`src/rtl/timer_defs.svh`:
```
`ifndef TIMER_DEFS_SVH
`define TIMER_DEFS_SVH

// low address bytes of the timer registers, 0xFF04 to 0xFF07
`define TIMER_ADDR_DIV  8'h04
`define TIMER_ADDR_TIMA 8'h05
`define TIMER_ADDR_TMA  8'h06
`define TIMER_ADDR_TAC  8'h07

// free-running divider, DIV shows the upper byte
`define DIV_WIDTH 16

// divider bit counted by TIMA for each TAC select value
`define TAP_SEL0 9 // period 1024
`define TAP_SEL1 3 // period 16
`define TAP_SEL2 5 // period 64
`define TAP_SEL3 7 // period 256

// TAC field positions
`define TAC_EN_BIT  2
`define TAC_SEL_MSB 1
`define TAC_SEL_LSB 0

`endif

```
`src/rtl/timer_pkg.sv`:
```
`default_nettype none

`include "timer_defs.svh"

package timer_pkg;

	typedef logic [7:0] reg_byte_t; // one register value
	typedef logic [1:0] reg_addr_t; // address minus 0xFF04
	typedef logic [`DIV_WIDTH-1:0] div_count_t;
	typedef logic [2:0] tac_t; // enable, select[1:0]

	// CPU side request, held stable while req is up
	typedef struct packed {
		logic      req;
		logic      we;
		reg_addr_t addr;
		reg_byte_t wdata;
	} cpu_req_t;

	// port response, rdata valid while ack is high
	typedef struct packed {
		logic      ack;
		reg_byte_t rdata;
	} cpu_rsp_t;

	// one-cycle write strobes into the divider and counter
	typedef struct packed {
		logic      div_wr;
		logic      tima_wr;
		logic      tma_wr;
		logic      tac_wr;
		reg_byte_t data;
	} reg_wr_t;

	typedef enum logic {
		idle,
		ack_hold
	} port_state_t;

endpackage

`default_nettype wire

```
`src/rtl/div_counter.sv`:
```
`default_nettype none

`include "timer_defs.svh"

module div_counter
	import timer_pkg::*;
(
	input  logic       boga1mhz,
	input  logic       rst,
	input  reg_wr_t    wr,
	input  logic [1:0] tap_sel,
	output reg_byte_t  div_hi,
	output logic       tick
);

	div_count_t div_q;
	logic       tap_cur;
	logic       tap_q;

	// any write to DIV clears the whole divider, not just the upper byte
	always_ff @(posedge boga1mhz) begin
		if (rst) begin
			div_q <= '0;
		end else if (wr.div_wr) begin
			div_q <= '0;
		end else begin
			div_q <= div_q + 1'b1; // wraps freely
		end
	end

	always_comb begin
		unique case (tap_sel)
			2'd0: tap_cur = div_q[`TAP_SEL0];
			2'd1: tap_cur = div_q[`TAP_SEL1];
			2'd2: tap_cur = div_q[`TAP_SEL2];
			default: tap_cur = div_q[`TAP_SEL3];
		endcase
	end

	always_ff @(posedge boga1mhz) begin
		if (rst) begin
			tap_q <= 1'b0;
		end else begin
			tap_q <= tap_cur; // previous value of the selected tap
		end
	end

	// a clear that drops a high tap counts as an edge too
	assign tick   = tap_q & ~tap_cur;
	assign div_hi = div_q[`DIV_WIDTH-1 -: 8];

	a_tick_single: assert property (
		@(posedge boga1mhz) disable iff (rst)
		tick |=> !tick
	) else $error("div_counter: tick high for two cycles");

endmodule

`default_nettype wire

```
`src/rtl/tima_counter.sv`:
```
`default_nettype none

`include "timer_defs.svh"

module tima_counter
	import timer_pkg::*;
(
	input  logic      boga1mhz,
	input  logic      rst,
	input  reg_wr_t   wr,
	input  logic      tick,
	output reg_byte_t tima,
	output reg_byte_t tma,
	output tac_t      tac,
	output logic      int_timer
);

	reg_byte_t tima_q;
	reg_byte_t tima_next;
	reg_byte_t tma_q;
	tac_t      tac_q;
	logic      cnt_en;
	logic      ovf;
	logic      int_q;

	assign cnt_en = tick & tac_q[`TAC_EN_BIT];

	// a CPU write to TIMA beats a tick in the same cycle
	assign ovf = cnt_en && (tima_q == 8'hff) && !wr.tima_wr;

	always_comb begin
		tima_next = tima_q;
		if (wr.tima_wr) begin
			tima_next = wr.data;
		end else if (ovf) begin
			tima_next = tma_q; // reload from modulo
		end else if (cnt_en) begin
			tima_next = tima_q + 8'd1;
		end
	end

	always_ff @(posedge boga1mhz) begin
		if (rst) begin
			tima_q <= '0;
		end else begin
			tima_q <= tima_next;
		end
	end

	always_ff @(posedge boga1mhz) begin
		if (rst) begin
			tma_q <= '0;
		end else if (wr.tma_wr) begin
			tma_q <= wr.data;
		end
	end

	always_ff @(posedge boga1mhz) begin
		if (rst) begin
			tac_q <= '0;
		end else if (wr.tac_wr) begin
			tac_q <= wr.data[2:0]; // upper five bits not stored
		end
	end

	// interrupt follows the reload edge by one cycle
	always_ff @(posedge boga1mhz) begin
		if (rst) begin
			int_q <= 1'b0;
		end else begin
			int_q <= ovf;
		end
	end

	assign tima      = tima_q;
	assign tma       = tma_q;
	assign tac       = tac_q;
	assign int_timer = int_q;

	// single-cycle pulse right after TIMA sat at 0xff
	a_int_after_ovf: assert property (
		@(posedge boga1mhz) disable iff (rst)
		int_timer |-> ($past(tima == 8'hff) && !$past(int_timer))
	) else $error("tima_counter: int_timer without overflow or longer than one cycle");

endmodule

`default_nettype wire

```
`src/rtl/timer_bus.sv`:
```
`default_nettype none

`include "timer_defs.svh"

module timer_bus
	import timer_pkg::*;
(
	input  logic      boga1mhz,
	input  logic      rst,
	input  cpu_req_t  cpu_req,
	output cpu_rsp_t  cpu_rsp,
	output reg_wr_t   wr,
	input  reg_byte_t div_hi,
	input  reg_byte_t tima,
	input  reg_byte_t tma,
	input  tac_t      tac
);

	localparam reg_addr_t idx_div  = reg_addr_t'(`TIMER_ADDR_DIV);
	localparam reg_addr_t idx_tima = reg_addr_t'(`TIMER_ADDR_TIMA);
	localparam reg_addr_t idx_tma  = reg_addr_t'(`TIMER_ADDR_TMA);
	localparam reg_addr_t idx_tac  = reg_addr_t'(`TIMER_ADDR_TAC);

	port_state_t state_q;
	logic        take;
	logic        do_wr;
	logic [3:0]  strb_q; // div, tima, tma, tac
	reg_byte_t   wdata_q;
	reg_byte_t   rd_mux;
	reg_byte_t   rdata_q;

	// accept only from idle, so a held req after ack does nothing
	assign take  = (state_q == idle) && cpu_req.req;
	assign do_wr = take && cpu_req.we;

	always_ff @(posedge boga1mhz) begin
		if (rst) begin
			state_q <= idle;
		end else begin
			unique case (state_q)
				idle: if (cpu_req.req) state_q <= ack_hold;
				ack_hold: if (!cpu_req.req) state_q <= idle;
			endcase
		end
	end

	always_comb begin
		unique case (cpu_req.addr)
			idx_div:  rd_mux = div_hi;
			idx_tima: rd_mux = tima;
			idx_tma:  rd_mux = tma;
			default:  rd_mux = {5'b11111, tac}; // unused TAC bits read as one
		endcase
	end

	// strobes last exactly the first ack cycle
	always_ff @(posedge boga1mhz) begin
		if (rst) begin
			strb_q <= '0;
		end else begin
			strb_q[3] <= do_wr && (cpu_req.addr == idx_div);
			strb_q[2] <= do_wr && (cpu_req.addr == idx_tima);
			strb_q[1] <= do_wr && (cpu_req.addr == idx_tma);
			strb_q[0] <= do_wr && (cpu_req.addr == idx_tac);
		end
	end

	always_ff @(posedge boga1mhz) begin
		if (take) begin
			wdata_q <= cpu_req.wdata;
			rdata_q <= rd_mux; // value from the sampling cycle
		end
	end

	assign wr = '{div_wr: strb_q[3], tima_wr: strb_q[2], tma_wr: strb_q[1],
		tac_wr: strb_q[0], data: wdata_q};
	assign cpu_rsp = '{ack: (state_q == ack_hold), rdata: rdata_q};

	a_req_stable: assert property (
		@(posedge boga1mhz) disable iff (rst)
		(cpu_req.req && !cpu_rsp.ack) |=> ($stable(cpu_req.addr) && $stable(cpu_req.we))
	) else $error("timer_bus: addr or we changed before ack");

	a_no_req_in_ack: assert property (
		@(posedge boga1mhz) disable iff (rst)
		$rose(cpu_req.req) |-> !cpu_rsp.ack
	) else $error("timer_bus: req raised while ack still high");

endmodule

`default_nettype wire

```
`src/rtl/timer_top.sv`:
```
`default_nettype none

`include "timer_defs.svh"

module timer_top
	import timer_pkg::*;
(
	input  logic     boga1mhz,
	input  logic     rst,
	input  cpu_req_t cpu_req,
	output cpu_rsp_t cpu_rsp,
	output logic     int_timer
);

	reg_wr_t   wr;
	reg_byte_t div_hi;
	reg_byte_t tima;
	reg_byte_t tma;
	tac_t      tac;
	logic      tick;

	timer_bus u_timer_bus (
		.boga1mhz (boga1mhz),
		.rst      (rst),
		.cpu_req  (cpu_req),
		.cpu_rsp  (cpu_rsp),
		.wr       (wr),
		.div_hi   (div_hi),
		.tima     (tima),
		.tma      (tma),
		.tac      (tac)
	);

	div_counter u_div_counter (
		.boga1mhz (boga1mhz),
		.rst      (rst),
		.wr       (wr),
		.tap_sel  (tac[`TAC_SEL_MSB:`TAC_SEL_LSB]), // TAC select picks the tap
		.div_hi   (div_hi),
		.tick     (tick)
	);

	tima_counter u_tima_counter (
		.boga1mhz  (boga1mhz),
		.rst       (rst),
		.wr        (wr),
		.tick      (tick),
		.tima      (tima),
		.tma       (tma),
		.tac       (tac),
		.int_timer (int_timer)
	);

endmodule

`default_nettype wire

```
`config.mk`:
```
export PLATFORM = sky130hd
export DESIGN_NAME = timer_top
export DESIGN_NICKNAME = d
export VERILOG_FILES = /design/src/rtl/timer_pkg.sv /design/src/rtl/div_counter.sv /design/src/rtl/tima_counter.sv /design/src/rtl/timer_bus.sv /design/src/rtl/timer_top.sv
export VERILOG_INCLUDE_DIRS = /design/src /design/src/rtl
export SDC_FILE = /design/constraint.sdc
export NUM_CORES = 1
export LEC_CHECK = 0
export ABC_AREA = 1
export BUFFER_PORTS_ARGS = -buffer_cell sky130_fd_sc_hd__buf_2
export CORE_UTILIZATION = 46
export CTS_CLUSTER_SIZE = 20
export DETAILED_ROUTE_END_ITERATION = 16
export PLACE_DENSITY = 0.71
export SYNTH_ARGS = -nofsm -noshare
export SYNTH_HDL_FRONTEND = slang
export SYNTH_SLANG_ARGS = --single-unit
```
`constraint.sdc`:
```
create_clock -name boga1mhz -period 1.55 [get_ports boga1mhz]
set_input_delay 0.2325 -clock boga1mhz [delete_from_list [all_inputs] [get_ports boga1mhz]]
set_output_delay 0.2325 -clock boga1mhz [all_outputs]
set_load 0.01 [all_outputs]
```
==> impl_metrics.toml <==
[critical_path]
path_cells = "ha_1 -> nand2_2 -> nor2_4 -> nand2_4 -> clkinv_4 -> nor2_1 -> nor3_1 -> nor2_1 -> nor2_1"
max_stage_delay_ps = 360
critical_path.slowest_cell = "dfxtp_2"
critPathRequiredTime_ps = 1800
cp-end-kind = "register"
worst-setup-path-type = "register to register"
startpoint_type = "register"
cpMostUsedCell = "nor2_1"
cp_top_family = "simple AND/OR/NAND/NOR gates"
worst-path-buf-inv = 1
crit_fanout = 10
arrival_ps = 1670

[detailed_routing]
dr.first_iter.drc_count = 110
routed-via-count = 2252
viasPerCell = 5.00
wire_per_inst_um = 13.0
drtPass1Iterations = 4
ant_nets = 0
wirelength_um = 5850
drc = 0

[synthesis]
syn_inst = 339
seq_area_frac_synth = 0.505
synth.cell_area_um2 = 2620
syn_nets = 355
avgSynthCellArea_um2 = 7.72
ys_seq_elements = 58
synth_cell_type_count = 30
yosys_warnings = 0

[power]
seq_power_share = 0.542
ir_drop_mv = 0.471
netSwitchingPower_w = 0.000679
power_frac_comb = 0.050
switching_share = 0.227
p_per_area_nw_per_um2 = 990
internal_power_w = 0.00231
pwr-share-clk = 0.407
leakage_nw = 1.20

[die]
fp-row-count = 27
die_area_um2 = 5990
core-area_um2 = 5510
ioPinCount = 24
start_util = 0.475
die_x_um = 77.4
dieHeight_um = 77.4

[global_route]
grt_pass1_vias = 2059
overflow = 0
grt_max_degree = 14
antenna_found_initial = 0
grt_pass1_wl_um = 9720
grt_use_total = 0.213

[timing]
worstMarginPinSlew_ps = 348
fin_ws_ps = 133
fin_hold_ws_ps = 77.0
final-hold-violation-count = 0
slew_viol_final = 0
period_share = 0.914
clock_skew_ps = 7.01
fmax_mhz = 706
relSlewSlack = 0.767
finalSetupViolCount = 0
period_minus_slack_ps = 1420

[cts]
clockBufferDepth = 2
cts.sinks = 58
cts.reportedPaths.clkPinSlew_ps = 70
cts_resized = 0
cts_buffers = 9
clockRootBuffer = "clkbuf_8"
cts_tree = "yes"
ctsHoldBuffers = 0
htreeDepth = 3
insertion_delay_ps = 330
postCtsSetupBuffers = 0

[placement]
port-buffer-count = 23
detailed_place_hpwl_um = 4420
dp_worst_setup_slack_ps = 101
gp_congestion = 0.986

[final_layout]
drive_above_1_share = 0.153
area_delta_synth_final_pct = 15.6
layout.nets = 389
fill_cells = 530
antenna_cells = 0

[min_path]
hold_path_class = "input pin to register"

[outcome]
status = "finished clean"

[run]
max_cap_viol_count = 0
[power by group through the flow]
stage | clock, W | combinational, W | sequential, W
finish | 0.00122 | 0.000151 | 0.00162
global route | 0.00132 | 0.000170 | 0.00163
CTS | 0.00124 | 0.000152 | 0.00162
detailed placement | 0 | 0.000151 | 0.00166
global placement | 0 | 0.000149 | 0.00166
floorplan | 0 | 0.0000809 | 0.00166
[placed cells by master, fill, tap and decap left out, drive strengths merged, types with 2 or more instances in the layout]
master | Yosys | routed
nand2 | 68 | 68
nor2 | 66 | 66
dfxtp | 42 | 42
inv | 39 | 39
buf | 2 | 30
o21ai | 26 | 26
nand3 | 25 | 25
a21oi | 22 | 22
edfxtp | 16 | 16
clkbuf | 5 | 13
nand4 | 7 | 7
nor3 | 7 | 7
clkinv | 1 | 4
o221ai | 3 | 3
o2111ai | 3 | 3
ha | 2 | 2
[synthesized netlist by cell type]
library cell / n / share of area
a21oi_1: 22 / 0.042
o21a_1: 1 / 0.0029
nand2_2: 2 / 0.0048
nand3_1: 24 / 0.046
nand3_2: 1 / 0.0038
nor3_1: 6 / 0.011
o21ai_1: 2 / 0.0038
edfxtp_1: 16 / 0.18
nor2_2: 1 / 0.0024
nor2_4: 3 / 0.013
dfxtp_1: 42 / 0.32
xor2_1: 1 / 0.0033
or2_0: 1 / 0.0024
buf_4: 1 / 0.0029
nor3_2: 1 / 0.0038
o2111ai_1: 3 / 0.010
inv_2: 1 / 0.0014
ha_1: 2 / 0.0096
nand3b_1: 1 / 0.0029
nor2_1: 62 / 0.089
clkinv_4: 1 / 0.0033
o22ai_1: 1 / 0.0024
clkbuf_1: 5 / 0.0072
o21ai_0: 24 / 0.046
nand2_4: 1 / 0.0043
nand2_1: 65 / 0.093
inv_1: 38 / 0.055
buf_2: 1 / 0.0019
o221ai_1: 3 / 0.010
nand4_1: 7 / 0.017
[routing by layer]
metal | vias up | part of all wire | track usage | wire, um
li1 | 1184 | - | - | -
met1 | 1020 | 0.49 | 0.273 | 2840
met2 | 46 | 0.48 | 0.343 | 2780
met3 | 2 | 0.033 | 0.0459 | 195
met4 | 0 | 0.0060 | 0.0925 | 35
met5 | - | 0 | 0 | 0
[metrics by stage]
step | cells | total power [W] | utilization | setup TNS, ps | instance area (um^2)
floorplan | 339 | 0.00174 | - | 0 | 2620
global placement | 434 | 0.00180 | 0.516 | 0 | 2840
detailed placement | 434 | 0.00181 | 0.516 | 0 | 2840
CTS | 450 | 0.00301 | 0.548 | 0 | 3020
global route | 450 | 0.00312 | 0.549 | -0.154 | 3030
finish | 450 | 0.00299 | 0.549 | 0 | 3030
[final timing paths]
check | from | endpoint | slack [ps] | depth (start not counted)
setup / recovery | u_tima_counter.tima[0] | u_tima_counter.tima[1] | 130 | 9
setup reg to reg | u_tima_counter.tima[0] | u_tima_counter.tima[1] | 130 | 9
hold reg to reg | u_div_counter.div_q[0] | u_div_counter.div_q[0] | 450 | 1
hold / removal | cpu_req[4] | u_timer_bus.wdata_q[4] | 80 | 1
[cells by family (layout without fill, tap and decap cells)]
family                     after synthesis  count (layout)  share of synthesized area
xor gates and xnor gates                 1               1                    0.00335
AOI/OAI and AO/OA                       56              56                      0.117
buffers and inverters                   47              86                     0.0713
DFF                                     58              58                      0.505
adders and majority gates                2               2                    0.00956
and+or+nand+nor                        175             175                      0.294
[sequential cells by signal, summed over array words and instances (netlist names)]
signal and flops:
u_div_counter.div_q 16, u_div_counter.tap_q 1, u_tima_counter.int_timer 1, u_tima_counter.tac 3
u_tima_counter.tima 8, u_tima_counter.tma 8, u_timer_bus.rdata_q 8, u_timer_bus.state_q 1
u_timer_bus.strb_q 4, u_timer_bus.wdata_q 8
[cell type report]
type | count | area (um^2) | share of cell area
Clock buffer | 13 | 159 | 0.0525
Timing Repair Buffer | 30 | 168 | 0.0554
Tap cell | 72 | 90.1 | 0.0298
Clock inverter | 3 | 13.8 | 0.00455
Multi-Input combinational cell | 234 | 1120 | 0.369
Inverter | 40 | 155 | 0.0513
Sequential cell | 58 | 1320 | 0.438
Power figures use the tool's default switching activity.
